[src/icache_core/icache_flop_array.sv]
`timescale 1ns/1ps

module icache_flop_array #(
    parameter int  NUM_SETS   = 16,
    parameter int  WIDTH      = 1,
    localparam int INDEX_BITS = $clog2(NUM_SETS)
) (
    input  logic                  clk,
    input  logic                  arst_n,
    input  logic                  we,
    input  logic [INDEX_BITS-1:0] addr,
    input  logic [WIDTH-1:0]      din,
    output logic [WIDTH-1:0]      dout
);

    logic [WIDTH-1:0] regs [NUM_SETS];

    // Read data lands one cycle after the address, like the line store
    always_ff @(posedge clk or negedge arst_n) begin
        if (!arst_n) begin
            for (int s = 0; s < NUM_SETS; s++) begin
                regs[s] <= '0;
            end
            dout <= '0;
        end else begin
            if (we) begin
                regs[addr] <= din;
            end
            dout <= regs[addr];
        end
    end

endmodule

[config.mk]
export PLATFORM = sky130hd
export DESIGN_NAME = icache_flop_array
export DESIGN_NICKNAME = d
export VERILOG_FILES = /design/src/icache_core/icache_flop_array.sv
export SDC_FILE = /design/constraint.sdc
export NUM_CORES = 1
export LEC_CHECK = 0
export BUFFER_PORTS_ARGS = -buffer_cell sky130_fd_sc_hd__clkbuf_2
export CAP_MARGIN = 20
export CORE_AREA = 3 3 45 47
export DETAILED_ROUTE_END_ITERATION = 10
export DIE_AREA = 0 0 48 50
export GPL_ROUTABILITY_DRIVEN = 0
export PLACE_DENSITY = 0.71
export SKIP_LAST_GASP = 1
export SYNTH_ARGS = -nofsm -noshare
export SYNTH_HDL_FRONTEND = slang
export SYNTH_SLANG_ARGS = --single-unit
export TNS_END_PERCENT = 5
[constraint.sdc]
create_clock -name clk -period 3.6 [get_ports clk]
set_clock_uncertainty 0.05 [all_clocks]
set_input_delay 0.36 -clock clk [delete_from_list [all_inputs] [get_ports clk]]
set_output_delay 0.36 -clock clk [all_outputs]
set_load 0.05 [all_outputs]
* Yosys cells after proc, flatten, opt, wreduce, memory -nomap -nowiden
Index checks and enable logic that the tools add are counted.
** Storage, ports and cells
- Register bits after elaboration :: 17
- Word-level logic and storage cells :: 27
** Operators by class
- Reductions and logical operators :: 1
- Bitwise gates (word level) :: 1
- $lt $le $gt $ge :: 2
- Mux-type cells :: 6
** Operators by type and width (number)
- 16-bit bitwise mux :: 1
- 5-bit greater-or-equal comparator, second input constant :: 1
- 5-bit by 1-bit less-than comparator with 1-bit output, second input constant :: 1
- 4-bit inverter with 5-bit output :: 1
- 1-bit binary-select mux with 4-bit select :: 1
- 1-bit demux with 4-bit select :: 1
- 1-bit 2-to-1 mux :: 3
- 1-bit logical AND :: 1

* Depth between registers and ports, before layout
- Word-level depth :: 6
- Mapped depth :: 4
- Gate-level depth less buffers :: 3

* Least setup slack after synthesis
No wires, ideal clock.
- Path type :: input to register
- Start point :: in addr[1]
- End point :: reg regs[14] in the netlist's numbering
- Library setup time :: 0.125 ns
- Arrival time :: 1.204 ns
- Path slack :: 2.221 ns
- Cell stages on the path :: 4
- Cell sequence :: buf_2 > nand3b_1 > nor3_1 > mux2_2
** On the way
- Longest elaborated chain between the ends :: 6
** Ends and longest elaborated chain
- start: declaration :: line 11 : input logic [INDEX_BITS-1:0] addr,
- 4-bit inverter with 5-bit output (not written as such) (*) :: line 27 : regs[addr] <= din;
- 5-bit greater-or-equal comparator (not written as such) / 5-bit by 1-bit less-than comparator with 1-bit output (equally long branches) :: line 27
- 1-bit logical AND (not written as such) :: line 27
- 1-bit 2-to-1 mux (not written as such) :: line 27
- 1-bit demux with 4-bit select (*) :: line 27
- 16-bit bitwise mux (*) :: line 27
- end signal: indexed assignment :: line 27
- end: declaration :: line 16 : logic [WIDTH-1:0] regs [NUM_SETS];
Every way passes the cells marked *; elsewhere a longest branch is shown, timed or not.
A chain may end at the register's enable or synchronous reset.

* Worst setup path after layout
- Start point :: reg dout
- End point :: out dout
** RTL lines
- start: declaration :: line 13 : output logic [WIDTH-1:0] dout
- start signal: assignment :: line 29 : dout <= regs[addr];
No word-level cell between the ends.

==> summary.txt <==
Pwr
  • Pwr per Cell Area: 492 nW/um^2
  • Pwr Total: 0.467 mW
  • Lkg Pwr: 0.399 nW
  • Peak VDD IR: 0.253 mV

Logic synthesis
  • Cells after Synth: 72
  • EDFF count, synth: 0
  • Count leader, synth: dfrtp_1
  • Mapped cell area: 882 sq um
  • Ranking of synthesized cells by area: dfrtp_1 (48%), mux2_2 (20%), mux4_2 (10%)
  • Largest area contributor in the netlist: dfrtp_1
  • Post-synth ARST share: 100%
  • Seq cells post-synth: 17
  • Syn Area/Cell: 12.3 sq um
  • Yosys top cell area share: 48.2%
  • YS warnings: 0
  • Syn nets: 80
  • Sequential area share after synthesis: 48.2%
  • Most frequent cells after synthesis: dfrtp_1 (17), mux2_2 (16), nor2_1 (10), nand2_1 (5)
  • Synth cell types: 15
  • Synth Flop Type: dfrtp_1

Global routing
  • Global-route wire length before repair: 2680 um
  • All-Layer GR Usage: 15.8%
  • Vias in the first global route: 580
  • Antenna violations before repair: 0
  • GRT overflow: 0
  • Pin count of the biggest net entering global routing: 18

STA
  • Slew headroom: 71.3%
  • Slew at the pin closest to its max-slew limit: 0.431 ns
  • Final min period: 1.31 ns
  • RSZ-0062 raised after global routing: false
  • Slew Viols, Final: 0
  • Fin crit share: 36.3%
  • Final Setup Violations: 0
  • FMAX: 0.765 GHz
  • Hold Violations, Final: 0
  • Setup_tns: 0 ns

Finish
  • Net count of the finished layout: 89
  • Area Growth Syn to Fin: 7.66%
  • Final core occ: 56.2%
  • Share of cells above drive strength 1: 41.3%
  • Final Cell Area: 950 sq um
  • Layout Cells excl Fill: 97
  • Antenna Cells: 0

Setup path
  • Arr. time, crit path: 0.90 ns
  • Cell chain of the critical path: clkbuf_2
  • Worst setup EP type: primary output
  • Setup Crit Path Kind: reg -> out
  • CP required: 3.19 ns
  • Crit path max-delay cell type: dfrtp_1
  • Crit-path leading delay family: flip-flops
  • Worst path bufs/invs: 1
  • Largest fanout on the critical path: 1
  • Startpoint types: flop
  • CP max stage delay: 0.34 ns

Detailed routing
  • DR WL/cell: 16.3 um
  • Routed wire length: 1580 um
  • DRT iter0 DRCs: 10
  • Antenna Nets Post-Route: 0
  • 1st-pass router iterations: 4
  • Vias: 569
  • Via-to-Cell Ratio: 5.87
  • Drt drc: 0

Clock tree
  • CTS HTree Levels: 1
  • # Post-CTS Setup Buffers: 0
  • Clock sinks: 17
  • CTS tree: built
  • CTS Buffer Depth: 2
  • Skew-Pair Late Insertion Delay: 0.28 ns
  • CTS Hold Bufs: 1
  • Post-cts gate resize count: 0
  • Worst-path clk slew: 0.10 ns
  • Clk root buf: clkbuf_4
  • Num CTS Buffers: 3

Place
  • Post-DP HPWL: 1130 um
  • Placed cells: 92
  • I/O Buffers: 8
  • Placed inst area: 913 sq um

Die
  • Die area: 2400 sq um
  • I/O pin cnt: 9
  • Core ar.: 1690 sq um
  • Die Y: 50 um
  • Die Wd: 48 um
  • Starting Density: 52.2%
  • # rows: 15

Worst hold path
  • Hold crit path type: in -> reg

Run status
  • Outcome: completed

Run
  • MaxCap Viol Count: 0
[through the flow]
stage | hold slack (ns) | worst slack [ns]
after floorplan | 0.0144 | 2.22
after global placement | 0.262 | 2.07
after detailed placement | 0.269 | 2.01
after CTS | 0.418 | 2.29
after global routing | 0.449 | 2.26
final | 0.409 | 2.29
[final timing paths]
kind,startpoint,to,slack [ns],depth (start not counted)
setup / recovery,dout$_DFF_PN0_,dout,2.29,1
hold / removal,addr[3],dout$_DFF_PN0_,0.41,3
setup reg to reg,regs[12]$_DFFE_PN0P_,dout$_DFF_PN0_,2.31,3
hold reg to reg,regs[14]$_DFFE_PN0P_,regs[14]$_DFFE_PN0P_,0.46,1
max in group asynchronous,arst_n,regs[5]$_DFFE_PN0P_,2.71,2
min in group asynchronous,arst_n,regs[15]$_DFFE_PN0P_,0.48,2
[placed cells by master, fill, tap and decap left out, drive strengths merged]
cell type,synthesis,final
a22oi,1,1
clkbuf,1,12
dfrtp,17,17
dlygate4sd3,0,1
mux2,16,16
mux4,4,4
nand2,5,5
nand2b,2,2
nand3,4,4
nand3b,2,2
nor2,10,10
nor2b,2,2
nor3,3,3
nor3b,1,1
[cells by family after synthesis]
logic type      count (synthesis)  share of synthesized area [%]
compound gates                  1                           1.42
buf+inv                         5                           3.40
flops                          17                           48.2
mux                            20                           30.6
simple gates                   29                           16.3
[metal layers]
| layer | part of all wire (%) | track usage [%] | wire, um |
|---|---|---|---|
| met5 | 0 | 0 | 0 |
| met4 | 1.7 | 6.73 | 27 |
| met3 | 1.6 | 2.19 | 26 |
| met2 | 46 | 22.9 | 722 |
| met1 | 51 | 22.8 | 802 |
[power breakdown]
| part | internal, mW | switching, mW | total (mW) | leakage [nW] |
|---|---|---|---|---|
| logic | 0.0605 | 0.0478 | 0.108 | 0.175 |
| registers | 0.235 | 0.0218 | 0.257 | 0.209 |
| clock network | 0.0430 | 0.0584 | 0.101 | 0.0150 |
[final cells by class]
type                       count  area, sq um
fill                         159          739
multi-input combinational     50          427
sequential                    17          425
timing repair buffer           9         50.0
clock buffer                   4         26.3
tap                           17         21.3
[registers in the layout, summed over array words and instances (netlist names)]
signal	flops
regs	16
dout	1
(Power assumes the default switching activity.)
