$ cat config.mk
export PLATFORM = sky130hd
export DESIGN_NAME = icache_addr_decode
export DESIGN_NICKNAME = d
export VERILOG_FILES = /design/src/common/icache_geom_pkg.sv /design/src/verilog/icache_addr_decode.sv
export SDC_FILE = /design/constraint.sdc
export NUM_CORES = 1
export LEC_CHECK = 0
export ABC_AREA = 1
export BUFFER_PORTS_ARGS = -buffer_cell sky130_fd_sc_hd__buf_2
export CAP_MARGIN = 0
export CORE_ASPECT_RATIO = 0.8
export CORE_MARGIN = 5
export CORE_UTILIZATION = 40
export CTS_BUF_LIST = sky130_fd_sc_hd__clkbuf_8
export DETAILED_ROUTE_END_ITERATION = 12
export PLACE_DENSITY = 0.79
export REMOVE_ABC_BUFFERS = 1
export SLEW_MARGIN = 20
export SYNTH_ARGS = -nofsm -noshare
export SYNTH_HDL_FRONTEND = slang
export SYNTH_SLANG_ARGS = --single-unit
$ cat constraint.sdc
create_clock -name clk -period 1.6 [get_ports clk]
set_input_delay 0.16 -clock clk [delete_from_list [all_inputs] [get_ports clk]]
set_output_delay 0.16 -clock clk [all_outputs]
set_load 0.005 [all_outputs]
$ cat src/common/icache_geom_pkg.sv
package icache_geom_pkg;

    // Four ways, tied to the 3-bit tree PLRU
    localparam int WAYS = 4;

    // 32-byte lines of 32-bit words
    localparam int LINE_BITS      = 256;
    localparam int WORDS_PER_LINE = 8;
    localparam int OFFSET_BITS    = 5;

    // One line, written whole from memory and read back by word offset
    // Word 0 sits in the least significant bits
    typedef union packed {
        logic [LINE_BITS-1:0]                 flat;
        logic [WORDS_PER_LINE-1:0][31:0]      words;
    } cache_line_t;

    // Tree PLRU bits, each pointing toward the next victim
    // Bit 0 is the root and picks pair 0-1 (0) or pair 2-3 (1)
    // Bit 1 picks way 0 or way 1, bit 2 picks way 2 or way 3
    typedef logic [2:0] plru_t;

endpackage

$ cat src/verilog/icache_addr_decode.sv
`timescale 1ns/1ps

module icache_addr_decode #(
    parameter int  NUM_SETS   = 16,
    localparam int INDEX_BITS = $clog2(NUM_SETS),
    localparam int TAG_BITS   = 32 - icache_geom_pkg::OFFSET_BITS - INDEX_BITS
) (
    input  logic                                    clk,
    input  logic                                    arst_n,
    input  logic                                    lookup_en,
    input  logic [31:0]                             ufp_addr,
    output logic [INDEX_BITS-1:0]                   req_index,
    output logic [TAG_BITS-1:0]                     req_tag,
    output logic [icache_geom_pkg::OFFSET_BITS-3:0] req_word,
    output logic [31:0]                             line_addr
);
    import icache_geom_pkg::*;

    logic [31:0] addr_q;

    always_ff @(posedge clk or negedge arst_n) begin
        if (!arst_n) begin
            addr_q <= '0;
        end else if (lookup_en) begin
            addr_q <= ufp_addr;
        end
    end

    // Live index while a request is taken, so the arrays read in step
    assign req_index = lookup_en ? ufp_addr[OFFSET_BITS +: INDEX_BITS]
                                 : addr_q[OFFSET_BITS +: INDEX_BITS];

    assign req_tag   = addr_q[31 -: TAG_BITS];
    assign req_word  = addr_q[OFFSET_BITS-1:2];
    assign line_addr = {addr_q[31:OFFSET_BITS], {OFFSET_BITS{1'b0}}};

endmodule

# == After elaboration in Yosys (flattened, before gate mapping) ==
# Cells that the tools add are included.
# classes
bitwise_logic,0
div,0
magnitude_cmp,0
n_eq_ne,0
multipliers,0
n_mux,1
n_reduce_logical,0
add_sub_neg,0
n_shift,0
# ops
cell,n
$mux 4,1
# word_totals
reg_bits,32
mem_count,0
ramBits,0
output_inout_bits,62
inputBits,35
wordCells,2
rom_bits,0
latch_bits,0

# == Depth between registers and ports, before layout ==
# logic_depth
word_depth,1
ltp_mapped,4
ltp_nobuf,3

# == Worst setup path after synthesis ==
# Ideal clock, no wire load.
# synth_timing
path_kind,reg2out
start,register addr_q[9]
end,output port req_tag[0]
setup_slack_ns,0.926
arrival_ns,0.514
required_time_ns,1.440
stages_incl_launch_ff,2
path_cell_list,dfrtp_1 buf_4
# synth_rtl
item,line,rtl
from (decl),icache_addr_decode.sv:19,logic [31:0] addr_q;
from (signal assigned),icache_addr_decode.sv:25,addr_q <= ufp_addr;
to (decl),icache_addr_decode.sv:13,"output logic [TAG_BITS-1:0] req_tag,"
# No word-level cell between the ends.

# == Worst setup path after layout ==
# layout_timing
start,register addr_q[7]
end,output port req_index[2]
# layout_between
elab_chain_cells,1
# layout_rtl
item,line,rtl
$mux 4,icache_addr_decode.sv:30,assign req_index = lookup_en ? ufp_addr[OFFSET_BITS +: INDEX_BITS]
to (decl),icache_addr_decode.sv:12,"output logic [INDEX_BITS-1:0] req_index,"
# Every way passes these cells.

==> qor.yml <==
timing:
  min_period_ps: 1040
  finClkSkew_ps: 0
  max_freq_mhz: 958
  rsz0062_at_grt: "no"
  drv_slew: 0
  hold_violations: 0
  fin_crit_sh: 0.652
  worst_pin_slew_ps: 637
  fin_setup_tns_ps: 0
  slew_headroom: 0.575
  setup_viol: 0
detailed_routing:
  wl_met3_um: 360
  wl_met2_um: 1330
  highest_layer: "met4"
  first_pass_iters: 2
  drcViolationCount: 0
  via_per_inst: 4.20
  num_vias: 1114
  avgRoutedWirePerCell_um: 11.0
  ant_nets: 0
  drt_iter0_drc: 21
  wl_met1_um: 1220
  drt_wl_total_um: 2920
synth:
  ys_warn_count: 0
  synth_top_flop_cell: "dfrtp_1"
  synth.most_common_cell: "nand2_1"
  synth_top_area_share: 0.562
  ys_types: 6
  yosysSeqAreaShare: 0.562
  yosys.area.top_type: "dfrtp_1"
  ys_seq_elements: 30
  async_flop_share: 1.00
  synthCells: 156
  avgSynthCellArea_sq_um: 8.57
  synth_edf_count: 0
  yosys-top-cells-area: "dfrtp_1 (56%), nand2_1 (25%), buf_4 (16%)"
  synth_area_sq_um: 1340
  netlist_top_cells_count: "nand2_1 (90), dfrtp_1 (30), buf_4 (28)"
cells_and_area:
  drive_above_1_share: 0.440
  nets: 261
  fin_cells: 265
  diodes: 0
  multi_input_area_sq_um: 357
  fillers: 307
  final_core_util: 0.546
  reg_top3: "addr_q: 30 flops"
  ff_latch_area_sq_um: 751
  area_delta_synth_final_pct: 28.8
  largest-register: "addr_q"
  largest_reg_flops: 30
floorplanning:
  initial_core_util: 0.424
  die_h_um: 61.7
  num_io_pins: 97
  num_rows: 18
  dieArea_sq_um: 4600
  die_w_um: 74.6
  coreArea_sq_um: 3150
global_routing:
  grt_pass1_wl_um: 4500
  overflow: 0
  grt_pass1_vias: 1044
  antenna_found_initial: 0
  grt.total_usage: 0.130
  grt_max_degree: 31
worst_setup_path:
  slowest_stage: "dfrtp_1"
  critPathTopFamily: "flip-flops"
  reg2reg_from: "addr_q[29]$_DFFE_PN0P_"
  path_max_fanout: 2
  r2r_end: "addr_q[29]$_DFFE_PN0P_"
  critPathMaxStageDelay_ps: 380
  worstSetupPathType: "reg -> out"
  cp.buffers_inverters: 1
  crit_top_cell: "nand2_1"
  arrival_ps: 880
  cp.required_ps: 1440
  r2r_slack_ps: 970
  cp-end-kind: "output port"
  rr_worst_depth: 2
  cp-start-kind: "register"
  cp_cell_sequence: "nand2_1 > nand2_1 > buf_2"
clock_network:
  cts_sinks: 30
  cts_max_level: 2
  clock_latency_ps: 260
  cts_resized: 0
  clk_pin_slew_ps: 60
  hold_buffers: 1
  cts.path.max_buffers: 2
  cts_inserted_buffers: 5
  post_cts.repair.setup_buffers: 0
  clockRootBuffer: "clkbuf_8"
  cts_tree: "built"
power_and_ir_drop:
  worst_ir_drop_vdd_uv: 547
  powerDensity_nw_per_um2: 1000
  cellLeakagePower_nw: 1.08
run_status:
  outcome: "finished, final reports clean"
placed_design:
  hpwl_um: 2290
  portBuffers: 89
  place.gp.congestion: 0.697
  dp_cells: 258
worst_hold_path:
  hold_end: "addr_q[3]$_DFFE_PN0P_"
  hold_class: "in -> reg"
  min_from: "ufp_addr[3]"
  hold_depth: 3
run:
  maxCapViolations: 0
per-layer routing:
layer	GRT usage	vias to the layer above
met3	0.0563	2
met2	0.220	56
met5	0	-
met1	0.149	488
li1	-	568
met4	0.0457	0
power breakdown:
| group | total (mW) | switching (mW) | internal (mW) |
|---|---|---|---|
| clock | 0.562 | 0.232 | 0.330 |
| combinational | 0.292 | 0.147 | 0.146 |
| sequential | 0.870 | 0.0429 | 0.827 |
cells in the final DEF (no fill, tap or decap), drive strengths merged:
master / count
buf: 92
clkbuf: 6
conb: 5
dfrtp: 30
dlygate4sd3: 1
inv: 1
nand2: 90
through the flow:
stage | setup WS [ps] | cell area (sq um) | hold slack [ps] | total power, mW
finish | 556 | 1720 | 89.5 | 1.72
global route | 474 | 1720 | 89.6 | 1.83
CTS | 538 | 1720 | 83.3 | 1.76
detailed placement | 637 | 1630 | 220 | 1.18
global placement | 659 | 1630 | 220 | 1.18
floorplan | 872 | 1110 | -136 | 0.972
how the worst max path moves through the flow:
stage | from | endpoint | slack, ps | cells past startpoint
2_1_floorplan | lookup_en | req_index[0] | 870 | 3
3_3_place_gp | lookup_en | addr_q[18]$_DFFE_PN0P_ | 660 | 5
3_5_place_dp | lookup_en | addr_q[12]$_DFFE_PN0P_ | 640 | 5
4_1_cts | addr_q[5]$_DFFE_PN0P_ | req_index[0] | 540 | 3
5_1_grt | addr_q[5]$_DFFE_PN0P_ | req_index[0] | 470 | 3
6_report | addr_q[7]$_DFFE_PN0P_ | req_index[2] | 560 | 3
logic make-up (layout without fill, tap and decap cells):
kind of cell	count (synthesis)	in the layout	share of synthesized area
flip-flops	30	30	0.562
other	1	5	0.00281
AND/OR/NAND/NOR	90	90	0.253
buffers and inverters	35	100	0.183
worst reg2reg max path, stage by stage (launching register included):
cell	delay, ps
dfrtp_1	400
nand2_1	80
nand2_1	50
final cells by class:
class	count	share of cell area
Sequential cell	30	0.436
Timing Repair Buffer	93	0.278
Multi-Input combinational cell	95	0.207
Clock buffer	6	0.0480
Tap cell	40	0.0291
Inverter	1	0.00218
Note: power is estimated with default switching activity, not from simulation.
