[src/common/icache_ctrl_pkg.sv]
package icache_ctrl_pkg;

    // Controller states
    // LOOKUP compares tags, FILL waits on memory, REFILL re-reads the arrays
    typedef enum logic [1:0] {
        IDLE,
        LOOKUP,
        FILL,
        REFILL
    } ctrl_state_t;

endpackage

[src/icache_core/icache_control.sv]
`timescale 1ns/1ps

module icache_control (
    input  logic clk,
    input  logic arst_n,
    input  logic ufp_rmask,
    input  logic hit,
    input  logic dfp_resp,
    output logic lookup_en,
    output logic fill_we,
    output logic resp_en,
    output logic dfp_read
);
    import icache_ctrl_pkg::*;

    ctrl_state_t state;
    ctrl_state_t state_next;

    // High during the cycle the response is on the CPU port
    logic resp_q;

    always_ff @(posedge clk or negedge arst_n) begin
        if (!arst_n) begin
            state  <= IDLE;
            resp_q <= 1'b0;
        end else begin
            state  <= state_next;
            resp_q <= resp_en;
        end
    end

    // The old request is still on the port while its response is out
    assign lookup_en = (state == IDLE) && ufp_rmask && !resp_q;

    assign resp_en  = (state == LOOKUP) && hit;
    assign fill_we  = (state == FILL) && dfp_resp;
    assign dfp_read = (state == FILL);

    always_comb begin
        state_next = state;
        case (state)
            IDLE: begin
                if (lookup_en) begin
                    state_next = LOOKUP;
                end
            end
            LOOKUP: begin
                if (hit) begin
                    state_next = IDLE;
                end else begin
                    state_next = FILL;
                end
            end
            FILL: begin
                // Hold the memory request until the line comes back
                if (dfp_resp) begin
                    state_next = REFILL;
                end
            end
            REFILL: begin
                // Arrays now return the new line, so LOOKUP will hit
                state_next = LOOKUP;
            end
            default: begin
                state_next = IDLE;
            end
        endcase
    end

endmodule

[config.mk]
export PLATFORM = sky130hd
export DESIGN_NAME = icache_control
export DESIGN_NICKNAME = d
export VERILOG_FILES = /design/src/common/icache_ctrl_pkg.sv /design/src/icache_core/icache_control.sv
export SDC_FILE = /design/constraint.sdc
export NUM_CORES = 1
export LEC_CHECK = 0
export BUFFER_PORTS_ARGS = -buffer_cell sky130_fd_sc_hd__buf_2
export CORE_AREA = 2 2 39 41
export CTS_BUF_LIST = sky130_fd_sc_hd__clkbuf_8
export CTS_CLUSTER_DIAMETER = 80
export DETAILED_ROUTE_END_ITERATION = 8
export DIE_AREA = 0 0 41 43
export PLACE_DENSITY = 0.38
export SLEW_MARGIN = 10
export SYNTH_ARGS = -nofsm -noshare
export SYNTH_HDL_FRONTEND = slang
export SYNTH_SLANG_ARGS = --single-unit
export TNS_END_PERCENT = 5
[constraint.sdc]
create_clock -name clk -period 1.05 [get_ports clk]
set_input_delay 0.0525 -clock clk [delete_from_list [all_inputs] [get_ports clk]]
set_output_delay 0.0525 -clock clk [all_outputs]
set_load 0.02 [all_outputs]
* Yosys cells after proc, flatten, opt, wreduce, memory -nomap -nowiden
Index checks and enable logic that the tools add are counted.
** Word-level totals
- Register bits :: 3
- Input port bits :: 5
- Output and inout port bits :: 4
- Logic and storage cells :: 18
** Cells by class
- Equality and inequality tests :: 5
- Mux-type cells :: 4
- Reduce and logical (&&, ||, !) cells :: 7
** Operators with widths (number)
- 2-bit one-hot mux with 4 select lines :: 1
- 2-bit two-way mux :: 3
- 2-bit == test, second input constant :: 2
- 1-bit logical AND :: 4
- 2-bit inequality test, second input constant :: 2
- 2-bit by 1-bit == test with 1-bit output, second input constant :: 1
- 2-bit zero test :: 1
- 2-bit AND reduction :: 1
- 1-bit zero test :: 1

* Logic depth before layout (Yosys ltp)
- Depth in word-level cells :: 5
- Gate-level depth with buffers :: 5
- Mapped depth without buffers :: 5

* Worst setup path after synthesis
OpenSTA, ideal clock, no wires.
- Path kind :: reg-to-reg
- From :: reg state[0]
- To :: reg state[1]
- Library setup time :: 0.127 ns
- Arrival :: 1.101 ns
- Required time :: 0.923 ns
- Path slack :: -0.178 ns
- Stages on the path, launching flop included :: 6
- Buffers on the path :: 0
- Clock period less this slack :: 1.228 ns
- Path through :: dfrtp_1 inv_1 ha_1 nor2b_4 a21oi_4 mux2i_1
** Between the ends
- Elaborated cells on any way between the ends :: 10
- Classes of those cells :: eq/ne: 5; mux: 1; reduce/logical: 4
** RTL lines
- start, declared :: line icache_control.sv:16 : ctrl_state_t state;
- start signal, assigned :: line icache_control.sv:27 : state <= state_next;
- 2-bit == test (*)
- named net dfp_read :: line icache_control.sv:12 : output logic dfp_read
- 2-bit inequality test (no line)
- 2-bit AND reduction (no line)
The timed path passes the listed nets; every way through them passes the cells marked *.
A chain may end at the register's enable or synchronous reset.

* Worst setup path in the final report
- From :: reg state[0]
- To :: out fill_we
** Between the ends
- Cells in the longest elaborated chain, start to end :: 2
** RTL lines
- 2-bit == test :: line icache_control.sv:36 : assign fill_we = (state == FILL) && dfp_resp;
- 1-bit logical AND :: line icache_control.sv:36
- end, declared :: line icache_control.sv:10 : output logic fill_we,
No other way between the ends.

==> summary.txt <==
GRT
  – First-pass GRT wire length: 800 um
  – All-Layer GR Usage: 0.0864
  – Initial antenna violation count: 0
  – Vias in the first global route: 201
  – Global route total overflow: 0
  – Largest net degree at the start of global routing: 4

Final layout
  – Commonest non-fill, non-tap cells in the layout: buf_2 (5), buf_6 (4)
  – Commonest non-fill, non-tap cell in the layout: buf_2
  – Share of layout cells above drive strength 1: 0.750
  – Final nets: 45
  – Area growth, synth to finish: 98.8%
  – Ant. Diodes: 0
  – Final non-filler cell total: 52

STA
  – Final Max Slew Viols: 0
  – Fmax achieved: 0.816 GHz
  – Slew @ Worst Pin: 138 ps
  – Period utilization: 1.17
  – Final setup viols: 6
  – Fin. Hold Viols: 0
  – RSZ-0062 raised after global routing: yes
  – Relative max-transition margin: 0.905
  – Layout Skew: 1.68 ps
  – Crit path time final: 1230 ps
  – PnR worst setup slack: -176 ps

Clock tree
  – Bufs on Longest Clock Path: 2
  – Clk sinks: 3
  – Clock Tree Root: clkbuf_8
  – Clock slew at reported path FFs: 30 ps
  – CTS tree: built
  – # H-tree levels: 1
  – Clock latency on the worst-skew pair: 220 ps
  – Cts bufs inserted: 3

Synth
  – Synth Warn #: 0
  – Yosys cell types: 11
  – Share of the synthesized area in the top cell type: 0.349
  – Synth top area cells: dfrtp_1 (35%), ha_1 (17%), mux2i_1 (9.3%), a21oi_4 (7.6%), nand2b_4 (6.4%)
  – Mapped Nets: 27
  – Cell Area, Synth: 215 um^2
  – Syn_area_per_cell: 11.3 um^2
  – Sequential share of the synthesized area: 0.349
  – Synth Instances: 19
  – Yosys top cell by area: dfrtp_1
  – Yosys reg bits: 3

Die
  – Core box area: 1380 um^2
  – Ports: 9
  – Starting density of the core: 0.156
  – Die width: 41 um
  – Die ar.: 1760 um^2
  – Die H: 43 um
  – Rows: 14

Placed design
  – Post-Place Cells: 44
  – # port buffers: 8
  – Post-DP HPWL: 293 um
  – Final Wtd Congestion: 0.738
  – Place WS: -91.7 ps

Worst setup path
  – CP Launch Type: flip-flop
  – CP Class: flip-flop to primary output
  – WP data required: 1000 ps
  – Worst Path Max Fanout: 3
  – CP Capture Type: primary output
  – Worst EP arrival: 1170 ps

Drt
  – Routed Antenna Nets: 0
  – First-pass DRT Iterations: 4
  – Wire per inst: 9.08 um
  – Final routed DRC violation total: 0
  – Final WL: 472 um
  – Initial DRC count: 2
  – Vias post-DR: 187
  – Vias per cell: 3.60

Status
  – Status: finished with violations
  – Failing checks: negative setup slack

Worst hold path
  – Tightest Hold Check Type: primary input to flip-flop

Pwr
  – Total power: 1.12 mW
  – Pleak: 0.204 nW
  – Peak VDD IR: 512 uV
  – Power per cell area: 2620 nW/um^2

Job
  – Max-cap violations: 0
-- critical path: stages (launching register included) --
cell,delay [ps]
dfrtp_1,380
inv_2,110
ha_4,140
buf_6,90
and2_4,120
buf_6,110
-- synthesized netlist by cell type --
master	instances
a21oi_4	1
and2_1	2
dfrtp_1	3
ha_1	3
inv_1	3
mux2i_1	2
nand2b_4	1
nor2_1	1
nor2b_1	1
nor2b_4	1
o21ai_0	1
-- per-stage QoR --
stage          utilization  hold slack [ps]  setup TNS [ps]  area [um^2]
5_1_grt              0.309              113           -1100          428
6_report             0.309             98.9            -785          428
2_1_floorplan            -             -243           -95.7          228
4_1_cts              0.287             97.1            -900          397
3_5_place_dp         0.213             -152            -192          295
3_3_place_gp         0.213             -152            -195          295
-- flip-flops by register name, summed over array words and instances (netlist names) --
signal  cells
resp_q      1
state       2
-- path summary, 6_finish.rpt --
kind	startpoint	to	slack, ps	depth (start not counted)
max reg2reg	state[1]$_DFFE_PN0P_	state[0]$_DFFE_PN0P_	-100	4
max in group asynchronous	arst_n	resp_q$_DFF_PN0_	790	2
max	state[0]$_DFFE_PN0P_	fill_we	-180	5
min in group asynchronous	arst_n	state[1]$_DFFE_PN0P_	160	2
min	hit	resp_q$_DFF_PN0_	100	2
min reg2reg	resp_q$_DFF_PN0_	state[1]$_DFFE_PN0P_	660	3
-- metal layers --
metal | vias up | share of wire | GRT usage
met2 | 7 | 0.55 | 0.116
li1 | 92 | - | -
met1 | 84 | 0.29 | 0.0516
met5 | - | 0 | 0
met3 | 4 | 0.040 | 0.0471
met4 | 0 | 0.11 | 0.160
-- area by class of cell --
class | instances | area, um^2
clock inverters | 1 | 3.75
repair buffers | 13 | 103
clock buffers | 3 | 41.3
fillers | 147 | 956
well taps | 16 | 20.0
inverters | 3 | 11.3
flip-flops and latches | 3 | 75.1
multi-input cells | 13 | 174
-- cells by family (layout without fill, tap and decap cells) --
family	count (synthesis)	in the layout	synth area share
buf+inv	3	20	0.0523
simple gates	6	6	0.233
flops	3	3	0.349
mux	2	2	0.0930
compound gates	2	2	0.0988
fa+ha+maj	3	3	0.174
-- timing repair --
item,CTS,global route
hold buffers,1,0
setup buffers,1,2
resized for setup,12,4
hold endpoints to repair,3,0
pin swaps,1,2
setup endpoints to repair,6,6
-- power by group --
part / switching (mW) / internal (mW) / total, mW
Clock: 0.0772 / 0.249 / 0.326
Combinational: 0.271 / 0.334 / 0.605
Sequential: 0.0317 / 0.161 / 0.192
Total: 0.379 / 0.744 / 1.12
(Power assumes the default switching activity.)
