==> src/common/icache_geom_pkg.sv <==
package icache_geom_pkg;

    // Four ways, tied to the 3-bit tree PLRU
    localparam int WAYS = 4;

    // 32-byte lines of 32-bit words
    localparam int LINE_BITS      = 256;
    localparam int WORDS_PER_LINE = 8;
    localparam int OFFSET_BITS    = 5;

    // One line, written whole from memory and read back by word offset
    // Word 0 sits in the least significant bits
    typedef union packed {
        logic [LINE_BITS-1:0]                 flat;
        logic [WORDS_PER_LINE-1:0][31:0]      words;
    } cache_line_t;

    // Tree PLRU bits, each pointing toward the next victim
    // Bit 0 is the root and picks pair 0-1 (0) or pair 2-3 (1)
    // Bit 1 picks way 0 or way 1, bit 2 picks way 2 or way 3
    typedef logic [2:0] plru_t;

endpackage

==> src/icache_core/icache_line_store.sv <==
`timescale 1ns/1ps

module icache_line_store #(
    parameter int  NUM_SETS   = 16,
    localparam int INDEX_BITS = $clog2(NUM_SETS),
    localparam int TAG_BITS   = 32 - icache_geom_pkg::OFFSET_BITS - INDEX_BITS
) (
    input  logic                         clk,
    input  logic                         we,
    input  logic [INDEX_BITS-1:0]        addr,
    input  logic [TAG_BITS-1:0]          tag_in,
    input  icache_geom_pkg::cache_line_t line_in,
    output logic [TAG_BITS-1:0]          tag_out,
    output icache_geom_pkg::cache_line_t line_out
);
    import icache_geom_pkg::*;

    logic [TAG_BITS-1:0] tag_mem [NUM_SETS];
    cache_line_t         line_mem [NUM_SETS];

    // A read on the write edge returns the old contents
    always_ff @(posedge clk) begin
        if (we) begin
            tag_mem[addr]  <= tag_in;
            line_mem[addr] <= line_in;
        end
        tag_out  <= tag_mem[addr];
        line_out <= line_mem[addr];
    end

endmodule

==> config.mk <==
export PLATFORM = sky130hd
export DESIGN_NAME = icache_line_store
export DESIGN_NICKNAME = d
export VERILOG_FILES = /design/src/common/icache_geom_pkg.sv /design/src/icache_core/icache_line_store.sv
export SDC_FILE = /design/constraint.sdc
export NUM_CORES = 2
export LEC_CHECK = 0
export BUFFER_PORTS_ARGS = -buffer_cell sky130_fd_sc_hd__buf_4
export CAP_MARGIN = 40
export CORE_MARGIN = 5
export CORE_UTILIZATION = 40
export CTS_CLUSTER_DIAMETER = 30
export DETAILED_ROUTE_END_ITERATION = 16
export GPL_TIMING_DRIVEN = 0
export PLACE_DENSITY = 0.54
export SLEW_MARGIN = 5
export SYNTH_ARGS = -nofsm -noshare
export SYNTH_HDL_FRONTEND = slang
export SYNTH_MEMORY_MAX_BITS = 65536
export SYNTH_SLANG_ARGS = --single-unit
==> constraint.sdc <==
create_clock -name clk -period 28 [get_ports clk]
set_clock_uncertainty 0.2 [all_clocks]
set_input_delay 1.4 -clock clk [delete_from_list [all_inputs] [get_ports clk]]
set_output_delay 1.4 -clock clk [all_outputs]
set_load 0.01 [all_outputs]
# Word level (Yosys, flattened, before mapping)
# Memories as Yosys holds them, arrays and structs flattened. A register that Yosys moved wholly into a read port is not among the register bits.
# Index checks and enable logic that the tools add are counted.
# W data, S select, Z words.
# word_totals
reg_bits,0
mem_bits_rw,4464
in_bits,285
out_inout_bits,279
n_memories,2
# op_classes
mux,2
# mem_list
memory,depth,word_bits,read_ports,rd_ports_with_merged_regs,wr,line_no,rtl
line_mem,16,256,1,1,1,icache_line_store.sv:19,cache_line_t line_mem [NUM_SETS];
tag_mem,16,23,1,1,1,icache_line_store.sv:18,logic [TAG_BITS-1:0] tag_mem [NUM_SETS];
# op_table
cell,n
$mux W1,2

# Logic depth before layout (Yosys ltp)
# depth
ltp_word,2
mapped_depth,7
ltp_nobuf,3

# Worst setup path after synthesis
# Ideal clock, no wire load.
# synth_timing
path_kind,input port to flip-flop
startpoint,input port addr[1]
endpoint,"memory line_mem[0][0] (netlist bit), enable pin"
t_arrival_ns,20.880
required_ns,26.540
path_slack_ns,5.660
cell_stages,5
path_cell_list,buf_2 > buf_4 > buf_2 > buf_1 > nor3_1
# synth_rtl
item,line_no,rtl
"start, declared",icache_line_store.sv:10,"input logic [INDEX_BITS-1:0] addr,"
"end, declared",icache_line_store.sv:19,
# Straight into the memory's write port.

# Final worst setup path
# layout_timing
startpoint,input port addr[1]
endpoint,"memory line_mem[4][107] (netlist bit), enable pin"
# Straight into the memory's write port.

==> results.txt <==
* Final worst hold slack: 0.393 ns
- Site row count: 240
- After the first detailed-routing iteration, the DRC count stood at 7,994.
- Across the VDD grid, the largest voltage drop is 0.0737 mV.
* Met1 wire length: 187,000 um
* Remaining global-route overflow: 0
- Clock network power share: 55.9%
- Synthesized area per cell: 24.2 um2
* Initial Utilization: 40.2%
- Critical Path Fanout Max: 10
- The H-tree generated during clock tree synthesis spans 6 levels.
- Routability-driven placement finished with a final weighted congestion of 0.723.
- X dimension of the die: 665 um
- Setup Crit Path Kind: in -> reg
- The initial antenna violation count was 125.
- Maximum number of pins on one net before global-route repair: 23
* Met2 routed WL: 241,000 um
- The post-route netlist has 39.3% of its cells at a drive strength greater than 1.
- CP Capture Type: register
* CTS buffer count: 919
- Dividing the final minimum period by the clock period gives 18.9%.
* Unrepaired setup endpoints after global routing: no
- Leaving out fill and tap cells, the most frequent cell in the layout is edfxtp_1.
- Deepest clock path buffer count: 4
* Final count of negative-setup-slack endpoints: 0
- Switching fraction of total power: 21.4%
* Wire length per cell after detailed routing: 30.3 um
* Crit Reg-Reg Startpoint: line_mem[3][208]$_DFFE_PP_
- Quantity of gates resized following cts: 0
- In this run the remaining antenna-violating nets after routing total 0.
* Total standard cell area after synthesis: 0.172 mm2
- Global routing consumed, over all layers together, 21.0% of the routing resources.
- Critical Path Start: addr[1]
- Total negative slack: 0 ns
* Switching pwr: 4.28 mW
* Detailed-routed wire length on met3: 29,700 um
* Sequential cell area fraction in the yosys report: 81.3%
- For this block, the via count after detailed routing is 84,622.
* Min Tclk post-route: 5.29 ns
- After detailed routing, no signal wire sits above met5.
- Post-CTS timing repair inserted 0 buffers for setup.
- The worst pin sits at a relative slew slack of 36.2%.
- The first global-routing pass estimated 669,000 um of wire.
- The tree is rooted in a clkbuf_16.
* Final-layout fill cell count: 33,032
- Using the TritonRoute via totals, the vias-per-cell ratio works out to 5.42.
- Total power density per cell area: 89.8 mW/mm2
* Hold path start: line_in[0]
- The area growth from synthesis to layout is 30.0%.
- STA classifies the critical path startpoint as an input port.
- Clk_lat worst skew: 1.07 ns
* Number of global-route vias before repair: 90,375
- The max-slew violation count came to 0.
- Top-Level Pins: 564
- CP required: 28.54 ns
* Hold violation count in the final report: 0
- Sequential cells burn 40.0% of the power.
* Detailed-routing iteration count for the pre-antenna-repair pass: 5
- Cell internal power was estimated by the tool at 15.8 mW.
* Clock tree sinks: 4,743
- Residual DRC: 0
- Detailed placement ended at an HPWL of 309,000 um.
* Net count reported at finish: 9,341
* Worst min-delay path class: in -> reg
- Post-Synthesis Net Count: 7,381
- Y dimension of the die: 665 um
- Clock transition at the registers of the reported paths: 0.05 ns
- Clock tree from TritonCTS: built
- Synthesis handed over a netlist of 7,096 instances.
- Maximum frequency from static timing analysis: 0.189 GHz
- The tool flagged a number of max-cap violations equal to 0.
* Count of port buffers added during placement: 561
* Synth cell types: 18
- In this run, the combinational gates consume 4.1% of the power.
- Area taken by flip-flops and latches: 0.140 mm2
- In this run the standard cell core region covers 0.428 mm2.
- Routed wire length: 472,000 um
- Area of the multi-input gates: 0.0306 mm2
- Commonest cells after routing, fill and taps aside: 4,464 x edfxtp_1, 1,116 x mux4_2, 928 x clkbuf_16, 702 x buf_4, 558 x a22oi_1
- Hold buffer count at cts: 0
* Run status: complete, no violations
- The synthesized design contains 4,743 register bits.
- Die area: 0.443 mm2
* Number of warning messages in the yosys log: 0
- Power, Total: 20.1 mW
* Worst Max-Slew Pin Slew: 0.957 ns
* Critical path data arrival time: 5.84 ns
- Static power due to leakage: 74.8 nW
cell type report:
cell class                      instances  area share, %
Timing Repair Buffer                 1039           5.25
Antenna cell                           40         0.0448
Sequential cell                      4743           62.5
Buffer                                373          0.743
Multi-Input combinational cell       1980           13.7
Clock buffer                         1074           10.8
Tap cell                             5687           3.19
Clock inverter                        666           3.72
cell families (layout without fill, tap and decap cells):
| family | Yosys count | after routing | synth area share (%) |
|---|---|---|---|
| AO/OA/AOI/OAI | 558 | 558 | 2.44 |
| multiplexers | 1116 | 1116 | 14.6 |
| other | 0 | 40 | 0 |
| AND/OR/NAND/NOR | 306 | 306 | 0.687 |
| flip-flops | 4743 | 4743 | 81.3 |
| buffers and inverters | 373 | 3152 | 0.953 |
path summary, 6_finish.rpt:
kind / end / slack (ns) / cells past startpoint
setup reg to reg: line_out[208]$_DFF_P_ / 26.20 / 3
hold / removal: line_mem[1][0]$_DFFE_PP_ / 0.39 / 1
setup / recovery: line_mem[4][107]$_DFFE_PP_ / 22.71 / 16
hold reg to reg: line_out[248]$_DFF_P_ / 0.45 / 3
state kept, by name (all words and copies together) (netlist names):
register	cells
line_mem	4096
tag_mem	368
line_out	256
tag_out	23
per-stage QoR:
stage / worst slack (ns) / cells / util (%) / area, um2
detailed placement: 21.61 / 13822 / 44.6 / 191000
global placement: -23.24 / 13344 / 42.8 / 183000
finish: 22.71 / 15602 / 52.2 / 223000
CTS: 22.75 / 15562 / 52.2 / 223000
floorplan: 5.66 / 7096 / - / 172000
global route: 22.64 / 15577 / 52.2 / 223000
layer usage:
layer / GRT usage, % / vias to the layer above
met4: 6.76 / 42
met2: 35.8 / 3137
li1: - / 34983
met5: 0 / -
met3: 4.28 / 890
met1: 27.2 / 45570
worst max-delay path, cell delays in order:
cell,delay [ns]
buf_2,0.22
buf_4,0.31
buf_2,0.37
buf_1,0.38
nor3_2,0.83
buf_6,0.26
buf_6,0.15
buf_4,0.21
buf_4,0.23
buf_4,0.23
buf_4,0.23
buf_6,0.17
buf_4,0.17
buf_4,0.21
buf_4,0.22
buf_6,0.16
power by group through the flow:
stage | clock network (mW) | registers, mW | logic (mW)
floorplan | 0 | 8.19 | 0.369
global placement | 0 | 8.26 | 0.783
detailed placement | 0 | 8.16 | 0.848
CTS | 11.4 | 8.03 | 0.850
global route | 11.8 | 8.03 | 0.887
finish | 11.2 | 8.02 | 0.829
cells in the mapped netlist:
| library cell | instances | area [um2] |
|---|---|---|
| nand3_1 | 1 | 5.00 |
| buf_1 | 47 | 176 |
| edfxtp_1 | 4464 | 134000 |
| or3b_2 | 1 | 8.76 |
| nor2_1 | 13 | 48.8 |
| nand2_1 | 280 | 1050 |
| dfxtp_1 | 279 | 5590 |
| a22oi_1 | 558 | 4190 |
| buf_6 | 4 | 45.0 |
| nor2b_1 | 2 | 12.5 |
| nor3_1 | 4 | 20.0 |
| buf_4 | 20 | 150 |
| nand2b_1 | 2 | 12.5 |
| clkbuf_1 | 197 | 739 |
| nand3b_1 | 2 | 15.0 |
| mux4_2 | 1116 | 25100 |
| buf_2 | 105 | 526 |
| and2_1 | 1 | 6.26 |
(Power assumes the default switching activity.)
