## config.mk

```make
export PLATFORM = sky130hd
export DESIGN_NAME = icache_way_select
export DESIGN_NICKNAME = d
export VERILOG_FILES = /design/src/common/icache_geom_pkg.sv /design/src/icache_core/icache_way_select.sv
export SDC_FILE = /design/constraint.sdc
export NUM_CORES = 1
export LEC_CHECK = 0
export CAP_MARGIN = 5
export CORE_AREA = 3 3 663 665
export CTS_BUF_LIST = sky130_fd_sc_hd__clkbuf_8
export CTS_CLUSTER_DIAMETER = 30
export CTS_CLUSTER_SIZE = 25
export DETAILED_ROUTE_END_ITERATION = 16
export DIE_AREA = 0 0 666 668
export DONT_BUFFER_PORTS = 1
export MAX_ROUTING_LAYER = met4
export PLACE_DENSITY = 0.3
export SETUP_SLACK_MARGIN = 0.3
export SLEW_MARGIN = 20
export SYNTH_ARGS = -nofsm -noshare
export SYNTH_HDL_FRONTEND = slang
export SYNTH_SLANG_ARGS = --single-unit
```

## constraint.sdc

```tcl
create_clock -name clk -period 2.6 [get_ports clk]
set_input_delay 0.26 -clock clk [delete_from_list [all_inputs] [get_ports clk]]
set_output_delay 0.26 -clock clk [all_outputs]
set_load 0.05 [all_outputs]
```

## src/common/icache_geom_pkg.sv

```systemverilog
package icache_geom_pkg;

    // Four ways, tied to the 3-bit tree PLRU
    localparam int WAYS = 4;

    // 32-byte lines of 32-bit words
    localparam int LINE_BITS      = 256;
    localparam int WORDS_PER_LINE = 8;
    localparam int OFFSET_BITS    = 5;

    // One line, written whole from memory and read back by word offset
    // Word 0 sits in the least significant bits
    typedef union packed {
        logic [LINE_BITS-1:0]                 flat;
        logic [WORDS_PER_LINE-1:0][31:0]      words;
    } cache_line_t;

    // Tree PLRU bits, each pointing toward the next victim
    // Bit 0 is the root and picks pair 0-1 (0) or pair 2-3 (1)
    // Bit 1 picks way 0 or way 1, bit 2 picks way 2 or way 3
    typedef logic [2:0] plru_t;

endpackage

```

## src/icache_core/icache_way_select.sv

```systemverilog
`timescale 1ns/1ps

module icache_way_select #(
    parameter int  NUM_SETS   = 16,
    localparam int INDEX_BITS = $clog2(NUM_SETS),
    localparam int TAG_BITS   = 32 - icache_geom_pkg::OFFSET_BITS - INDEX_BITS,
    localparam int WORD_BITS  = $clog2(icache_geom_pkg::WORDS_PER_LINE)
) (
    input  logic                                 clk,
    input  logic                                 arst_n,
    input  logic [TAG_BITS-1:0]                  req_tag,
    input  logic [WORD_BITS-1:0]                 req_word,
    input  logic [icache_geom_pkg::WAYS-1:0]     ways_valid,
    input  logic [TAG_BITS-1:0]                  ways_tag [icache_geom_pkg::WAYS],
    input  icache_geom_pkg::cache_line_t         ways_line [icache_geom_pkg::WAYS],
    input  icache_geom_pkg::plru_t               plru_bits,
    input  logic                                 fill_we,
    input  logic                                 resp_en,
    input  logic [icache_geom_pkg::LINE_BITS-1:0] dfp_rdata,
    output logic                                 hit,
    output icache_geom_pkg::plru_t               set_plru_bits,
    output logic                                 plru_we,
    output logic [icache_geom_pkg::WAYS-1:0]     way_we,
    output icache_geom_pkg::cache_line_t         fill_line,
    output logic [31:0]                          ufp_rdata,
    output logic                                 ufp_resp
);
    import icache_geom_pkg::*;

    localparam int WAY_BITS = $clog2(WAYS);

    logic [WAYS-1:0]     match;
    logic [WAY_BITS-1:0] hit_way;
    logic [WAY_BITS-1:0] victim_way;
    cache_line_t         hit_line;

    always_comb begin
        match   = '0;
        hit_way = '0;
        for (int w = 0; w < WAYS; w++) begin
            match[w] = ways_valid[w] && (ways_tag[w] == req_tag);
            if (match[w]) begin
                hit_way = WAY_BITS'(w);
            end
        end
    end

    assign hit      = |match;
    assign hit_line = ways_line[hit_way];

    // Lowest invalid way first, else follow the tree
    always_comb begin
        if (plru_bits[0]) begin
            victim_way = {1'b1, plru_bits[2]};
        end else begin
            victim_way = {1'b0, plru_bits[1]};
        end
        for (int w = WAYS - 1; w >= 0; w--) begin
            if (!ways_valid[w]) begin
                victim_way = WAY_BITS'(w);
            end
        end
    end

    // Point the tree away from the way just used
    always_comb begin
        set_plru_bits    = plru_bits;
        set_plru_bits[0] = ~hit_way[1];
        if (hit_way[1]) begin
            set_plru_bits[2] = ~hit_way[0];
        end else begin
            set_plru_bits[1] = ~hit_way[0];
        end
    end

    assign plru_we = resp_en;

    always_comb begin
        for (int w = 0; w < WAYS; w++) begin
            way_we[w] = fill_we && (victim_way == WAY_BITS'(w));
        end
    end

    assign fill_line.flat = dfp_rdata;

    always_ff @(posedge clk or negedge arst_n) begin
        if (!arst_n) begin
            ufp_resp <= 1'b0;
        end else begin
            ufp_resp <= resp_en;
        end
    end

    always_ff @(posedge clk) begin
        if (resp_en) begin
            ufp_rdata <= hit_line.words[req_word];
        end
    end

endmodule

```

== Word level (Yosys, flattened, before mapping) ==
Cells that the tools add are included.
Storage, ports and cells
  input bits: 1409
  register bits after elaboration: 33
  bits in writable memories: 0
  memories kept: 0
  bits in read-only memories: 0
  bits in latches: 0
  logic and storage cells: 39
Cells by class
  multipliers: 0
  equal/unequal tests: 7
  shift-type cells: 0
  bitwise gates (word level): 3
  add/sub/neg operators: 0
  div/mod/pow operators: 0
  mux-type cells: 15
  reductions and logical operators: 10
  $lt $le $gt $ge: 2
Operator list (count)
  $bmux 256 s2: 1
  $mux 256: 2
  $bmux 32 s3: 1
  $eq 23x23->1: 4
  $mux 32: 1
  $mux 2: 7
  $logic_and 1x1->1: 8
  $eq 2x2->1 const B: 2
  $lt 3x4->1 const B: 1
  $reduce_or 4->1: 1
  $ge 3x3->1 const B: 1
  $mux 1: 3
  $not 2->3: 1
  $eq 2x1->1 const B: 1
  $logic_not 2->1: 1
  $not 1->1: 2

== Depth between registers and ports, before layout ==
Gate-level depths: netlist of the first run.
  depth in word-level cells: 11
  depth in mapped cells: 12
  depth with buffers taken out: 8

== Least setup slack after synthesis of the first run ==
Ideal clock, no wire load.
  path kind: in2out
  start: in req_tag[4]
  end: out set_plru_bits[2]
  data required time: 2.340 ns
  stages: 10
  setup slack: -0.372 ns
  buffers on the path: 4
  arrival: 2.712 ns
  cell sequence: clkbuf_1 -> xnor2_1 -> nand4_1 -> nor4b_4 -> and2_1 -> buf_2 -> buf_2 -> clkbuf_1 -> nor2_1 -> nor2_1
On the way
  word-level cells in the longest chain between the ends: 7
  elaborated cells between the ends (all ways): 11
  those cells by class: 3 x eq/ne; 4 x mux; 1 x bitwise; 3 x reduce/logical
Ends and longest elaborated chain
  start, declared: RTL line icache_way_select.sv:11  | input logic [TAG_BITS-1:0] req_tag,
  $eq 23x23->1: RTL line icache_way_select.sv:41  | match[w] = ways_valid[w] && (ways_tag[w] == req_tag);
  $logic_and 1x1->1: RTL line icache_way_select.sv:41
  $mux 1: RTL line icache_way_select.sv:42  | if (match[w]) begin
  $mux 2: RTL line icache_way_select.sv:42
  $mux 2 *: RTL line icache_way_select.sv:42
  $not 1->1: RTL line icache_way_select.sv:70  | set_plru_bits[2] = ~hit_way[0];
  $mux 1 *: RTL line icache_way_select.sv:69  | if (hit_way[1]) begin
  end, declared: RTL line icache_way_select.sv:21  | output icache_geom_pkg::plru_t set_plru_bits,
Every way passes the cells marked *; elsewhere a longest branch is shown, timed or not.

== Final worst setup path of the first run ==
  start: in req_tag[1]
  end: reg ufp_rdata[0], data pin
On the way
  word-level cells in the longest chain between the ends: 11
  elaborated cells between the ends (all ways): 15
  those cells by class: 3 x eq/ne; 8 x mux; 1 x bitwise; 3 x reduce/logical
Ends and longest elaborated chain
  $eq 23x23->1: RTL line icache_way_select.sv:41
  $logic_and 1x1->1: RTL line icache_way_select.sv:41
  $mux 1: RTL line icache_way_select.sv:42
  $mux 2: RTL line icache_way_select.sv:42
  $mux 2 *: RTL line icache_way_select.sv:42
  $not 2->3 (not written as such) *: RTL line icache_way_select.sv:49  | assign hit_line = ways_line[hit_way];
  $bmux 256 s2 *: RTL line icache_way_select.sv:49
  $mux 256 (not written as such) * (2 in series): RTL line icache_way_select.sv:49
  $bmux 32 s3 *: RTL line icache_way_select.sv:96  | ufp_rdata <= hit_line.words[req_word];
  $mux 32 (not written as such) *: RTL line icache_way_select.sv:96
  end signal, assigned: RTL line icache_way_select.sv:96
  end, declared: RTL line icache_way_select.sv:25  | output logic [31:0] ufp_rdata,
Every way passes the cells marked *; elsewhere a longest branch is shown, timed or not. The select of a mux whose other input is x is not followed.
A chain may end at the register's enable or synchronous reset.

==> metrics.txt, run 1 <==
area growth from synthesis to layout=115%; setup violators final=32; share of cells above drive strength 1=45.4%; worst-case setup margin in the final layout=-0.271 ns; async set-or-reset flop fraction in the synthesized netlist=3.03%; placed cell count=7862; leakage power of the design=9.16 nW; detailed router's first-iteration violation count=1828; Worst Setup End Kind=flop; Num CTS Buffers=5; slew of the pin with the lowest slew margin=0.886 ns; critical path launch point type=input port; antenna violations before repair=346; largest fanout on the critical path=27; leftover overflow at the end of global routing=0; outcome=finished, violations left; height of the chip=668 um; width of the chip=666 um; required time worst endpoint=2.87 ns; largest net degree at the start of global routing=127; first-pass GRT wire length=399 mm; routed length per instance=43.7 um; Yosys warning count=0; # IOs=1707; final core occ=6.65%; clock tree from TritonCTS=yes; Cell Pwr Density=147 mW/mm2; gate count after technology mapping=2077; final worst-path cycle share=110%; crit-path max cell delay=0.59 ns; ordered list of cells on the worst path=xnor2_4 -> nand4_1 -> buf_6 -> or4_4 -> buf_6 -> o21ai_0 -> nand3_1 -> o211ai_1 -> a2bb2oi_1 -> a2111o_1; post-layout instance count excluding filler cells=8177; total nets after synthesis=3486; kind of critical path=input port to flop; clock root buffer master=clkbuf_8; Die Area=0.445 mm2; number of slew-limit violations in the final report=0; post-synth top area cell=buf_4; Placeable Area=0.434 mm2; All-Layer GR Usage=15.8%; fraction of the yosys area taken by sequential cells=7.33%; proportion of netlist area held by the largest area contributor=14.9%; vias in the first global route=19585; Critical Path AT=3.14 ns; path type of the worst min-delay path=input port to flop; CTS Buffer Depth=2; H-tree depth reported by CTS=2; average footprint of a synthesized cell=6.48 um2; most frequent cells after synthesis=267 x buf_4, 256 x o21ai_0, 225 x nand2_1; cell repeated most along the worst path=buf_6; number of search-and-repair iterations in the first detailed-routing pass=5; Fmax=0.348 GHz; most numerous cell in the Yosys netlist=buf_4; number of nets with antenna violations after detailed routing=0; Std-Cell Rows=242; count of buffer and inverter cells on the critical path=2; setup repair after global routing missed its margin=true; Residual DRC=0; hold path startpoint=ways_line[135]; final hold violation count=0; HPWL after detailed placement=323 mm; primary flip-flop cell chosen by synthesis mapping=edfxtp_1; failing checks=setup timing; number of flops mapped to enable cells by yosys=32; sum of negative setup slack=-3.58 ns; CTS clock-pin slew for the worst setup and hold paths=0.18 ns; Maximum Capacitance Violations=0; Final #Nets=3679; netlist area before placement=0.0135 mm2; Num Clock Sinks=33; Worst IR Drop VDD=0.229 mV; effective utilization at floorplan=3.10%; final routed wirelength across all metal layers=357 mm; Max-slew headroom=40.9%; sum of internal, switching and leakage power=0.00424 W; Port Buf Inserts=0; family with the most delay on the worst path=compound AO/OA/AOI/OAI gates; clock period minus worst slack=2.87 ns; GP Congestion=1.18; worst setup path startpoint=req_tag[1]; Post-Place Setup Slack=-1.85 ns; Slowest-stage cell, CP=or4_4; largest cells by area after synthesis=buf_4 15%, o21ai_0 9.5%, a211oi_1 7.4%; Synth Register Bits=33; count of different cell masters after synthesis=62; drt via density=2.53; via count of the routed design=20714
## what timing repair did
action / 4_1_cts / 5_1_grt
pin swaps: 124 / 118
hold buffers: 12 / 0
endpoints found under the hold margin: 41 / 0
setup buffers: 82 / 23
cloned: 14 / 4
gates resized for setup: 534 / 238
endpoints found under the setup margin: 36 / 35
## placed cells by master, fill, tap and decap left out, drive strengths merged, types with 17 or more instances in the layout
master / n
nor4: 30
nand2: 225
a211oi: 134
a221o: 17
a21oi: 164
o211ai: 47
a31oi: 42
a22o: 24
and3: 86
diode: 172
nor2: 100
o21ai: 263
o22ai: 24
nand4: 34
nand3: 84
mux2i: 97
xnor2: 78
edfxtp: 32
buf: 623
## metal layers
layer  global-route usage [%]  share of wire, %  vias up
li1                         -                 -     8117
met1                     15.3                34    10019
met2                     27.5                50     1954
met3                     7.80                12      624
met4                     5.19               4.2        0
met5                        -                 0        -
## final timing paths
| path | to | cells past startpoint | slack (ns) |
|---|---|---|---|
| worst min-delay path | ufp_rdata[7] | 4 | 0.12 |
| max in group asynchronous | ufp_resp | 2 | 2.01 |
| worst max-delay path | ufp_rdata[0] | 10 | -0.27 |
| min in group asynchronous | ufp_resp | 2 | 0.48 |
## power by group
part	switching, W	internal [W]	total [W]
combinational	0.00142	0.00107	0.00249
clock	0.000614	0.000188	0.000802
sequential	0.000271	0.000668	0.000939
total	0.00230	0.00193	0.00424
## registers in the layout, indices dropped and copies added, names as in the netlist
name	flops
ufp_rdata	32
ufp_resp	1
## stage by stage
stage                     instance area (um2)  hold WS, ns
final                                   28900        0.124
after global routing                    28800       0.0764
after CTS                               27000     0.000682
after detailed placement                23400      -0.0355
after global placement                  23300      -0.0355
after floorplan                         14000      -0.0356
## area by class of cell
type	instances	area [um2]
fillers	51293	405000
multi-input cells	1581	12700
repair buffers	647	7480
well taps	5734	7170
flip-flops and latches	33	986
diodes	172	430
clock buffers	5	68.8
clock inverters	3	17.5
inverters	2	7.51
## cells by family (layout without fill, tap and decap cells)
logic type                Yosys count  count (layout)  share of synthesized area, %
xor gates and xnor gates           90              90                          5.86
DFF                                33              33                          7.33
other                               0             172                             0
muxes                              99              99                          7.38
buffers and inverters             463             657                          20.8
AOI/OAI and AO/OA                 785             785                          36.7
and+or+nand+nor                   607             607                          21.9
(Power assumes the default switching activity.)
==> run 2: changes to the inputs <==
Settings changed: ABC_AREA from default to 1, CORE_AREA 3 3 663 665 to 3 3 662 664, DIE_AREA 0 0 666 668 to 0 0 665 667, SLEW_MARGIN 20 to default.
==> metrics.txt, run 2 <==
Port Buf Inserts=0; post-layout instance count excluding filler cells=10466; Yosys warning count=0; sum of internal, switching and leakage power=0.00502 W; # IOs=1707; HPWL after detailed placement=316 mm; H-tree depth reported by CTS=2; gate count after technology mapping=4254; Num Clock Sinks=33; count of different cell masters after synthesis=33; required time worst endpoint=2.70 ns; Std-Cell Rows=242; most numerous cell in the Yosys netlist=nand2_1; final worst-path cycle share=106%; antenna violations before repair=258; mux contribution to synthesized area=0%; Residual DRC=0; Synth Area in Adders=0%; number of flip-flops in the largest register=32; largest net degree at the start of global routing=130; leftover overflow at the end of global routing=0; Worst IR Drop VDD=0.151 mV; setup violators final=35; ordered list of cells on the worst path=xnor2_1 -> buf_4 -> nand2_1 -> nor2_2 -> nand2_1 -> nor2_2 -> buf_4 -> nand2_4 -> buf_12 -> buf_12 -> and2_4 -> buf_12 -> buf_6 -> nand3_1 -> nand3_4 -> buf_4 -> nand3_1 -> nand2_2 -> nand2_2 -> nand2_1; total nets after synthesis=5663; async set-or-reset flop fraction in the synthesized netlist=3.03%; number of slew-limit violations in the final report=0; proportion of netlist area held by the largest area contributor=23.5%; Slowest-stage cell, CP=and2_4; kind of critical path=input port to flop; slew of the pin with the lowest slew margin=0.999 ns; fraction of the yosys area taken by sequential cells=4.86%; area growth from synthesis to layout=91.6%; share of cells above drive strength 1=32.0%; average footprint of a synthesized cell=4.77 um2; number of search-and-repair iterations in the first detailed-routing pass=5; XOR/XNOR Fraction of Synth Area=0.993%; Synth Register Bits=33; Placeable Area=0.434 mm2; most frequent cells after synthesis=1272 x nand2_1, 919 x inv_1, 521 x nand3_1; count of buffer and inverter cells on the critical path=7; effective utilization at floorplan=4.68%; first-pass GRT wire length=426 mm; Top Registers=ufp_rdata x32, ufp_resp x1; width of the chip=665 um; final core occ=8.96%; largest cells by area after synthesis=nand2_1 24%, inv_1 17%, nand3_1 13%; Post-Synth Simple-Gate Area=48.4%; Cell Pwr Density=129 mW/mm2; vias in the first global route=29235; Max-slew headroom=33.4%; sum of negative setup slack=-3.28 ns; outcome=finished, violations left; final hold violation count=0; most common cell after layout, fill and taps aside=nand2_1; post-synth top area cell=nand2_1; CTS Buffer Depth=2; GP Congestion=0.914; family with the most delay on the worst path=simple AND/OR/NAND/NOR gates; crit-path max cell delay=0.25 ns; placed cell count=10043; worst-case setup margin in the final layout=-0.168 ns; number of nets with antenna violations after detailed routing=0; failing checks=setup timing; Maximum Capacitance Violations=0; Critical Path AT=2.87 ns; Fmax=0.361 GHz; leakage power of the design=17.1 nW; largest fanout on the critical path=19; critical path launch point type=input port; drt via density=2.90; clock period minus worst slack=2.77 ns; CTS clock-pin slew for the worst setup and hold paths=0.10 ns; All-Layer GR Usage=16.1%; main combinational cell family by area after synthesis=simple AND/OR/NAND/NOR gates; path type of the worst min-delay path=input port to flop; height of the chip=667 um; final routed wirelength across all metal layers=366 mm; setup repair after global routing missed its margin=true; clock root buffer master=clkbuf_8; clock tree from TritonCTS=yes; number of flops mapped to enable cells by yosys=32; Die Area=0.444 mm2; Num CTS Buffers=5; primary flip-flop cell chosen by synthesis mapping=edfxtp_1; Worst Setup End Kind=flop; Final #Nets=5924; routed length per instance=35.0 um; area fraction in compound gates after synthesis=9.69%; netlist area before placement=0.0203 mm2; detailed router's first-iteration violation count=2468; Biggest register=ufp_rdata; highest-count cells in the layout ignoring fill and taps=984 x nand2_1, 915 x inv_1, 362 x buf_4; via count of the routed design=30353
[run 2: cell count changes after synthesis, sizes merged, moves of 83 or more]
| cell | previous run | this run |
|---|---|---|
| a211oi | 134 | 0 |
| and3 | 86 | 0 |
| buf | 332 | 431 |
| clkinv | 0 | 157 |
| inv | 2 | 941 |
| mux2i | 97 | 0 |
| nand2 | 225 | 1273 |
| nand3 | 84 | 522 |
| nand3b | 0 | 128 |
| nand4 | 34 | 172 |
| o21ai | 263 | 180 |
[run 2: timing repair]
item | 4_1_cts | 5_1_grt
hold buffers | 2 | 0
setup endpoints to repair | 36 | 36
gates cloned | 39 | 11
pin swaps | 127 | 91
gates resized for setup | 829 | 203
endpoints found under the hold margin | 2 | 0
setup buffers | 95 | 52
[run 2: logic make-up after synthesis]
kind of cell,after synthesis
buffers and inverters,1631
flip-flops,33
AO/OA/AOI/OAI,385
XOR/XNOR,23
AND/OR/NAND/NOR,2182
[run 2: final timing paths]
check	start	to	slack, ns	cells after the start
max in group asynchronous	arst_n	ufp_resp	2.34	1
max	req_tag[14]	ufp_rdata[14]	-0.17	20
min	resp_en	ufp_rdata[1]	0.06	0
min in group asynchronous	arst_n	ufp_resp	0.14	1
[run 2: power breakdown]
group | internal [W] | total, W | leakage, nW | switching [W]
Combinational | 0.00134 | 0.00347 | 16.8 | 0.00214
Clock | 0.000284 | 0.000586 | 0.0532 | 0.000302
Sequential | 0.000659 | 0.000963 | 0.323 | 0.000303
Total | 0.00228 | 0.00502 | 17.1 | 0.00274
[run 2: cell type report]
| type | count | area [um2] |
|---|---|---|
| diodes | 216 | 541 |
| clock buffers | 5 | 68.8 |
| clock inverters | 3 | 41.3 |
| fillers | 51505 | 395000 |
| inverters | 1098 | 4210 |
| multi-input cells | 2592 | 15000 |
| flip-flops and latches | 33 | 986 |
| well taps | 5734 | 7170 |
| repair buffers | 785 | 10800 |
[run 2: through the flow]
| stage | area [um2] | worst slack [ns] | hold WS, ns |
|---|---|---|---|
| after detailed placement | 31200 | -1.13 | -0.0355 |
| after global routing | 38800 | -0.221 | 0.0340 |
| after floorplan | 20400 | 0.238 | -0.0356 |
| after global placement | 31200 | -1.33 | -0.0355 |
| after CTS | 36800 | -0.166 | 0.00981 |
| final | 38800 | -0.168 | 0.0608 |
[run 2: routing by layer]
layer | global-route usage [%] | wire (um)
met5 | - | 0
met4 | 3.51 | 8200
met3 | 4.73 | 26100
met2 | 27.8 | 183000
met1 | 18.3 | 148000
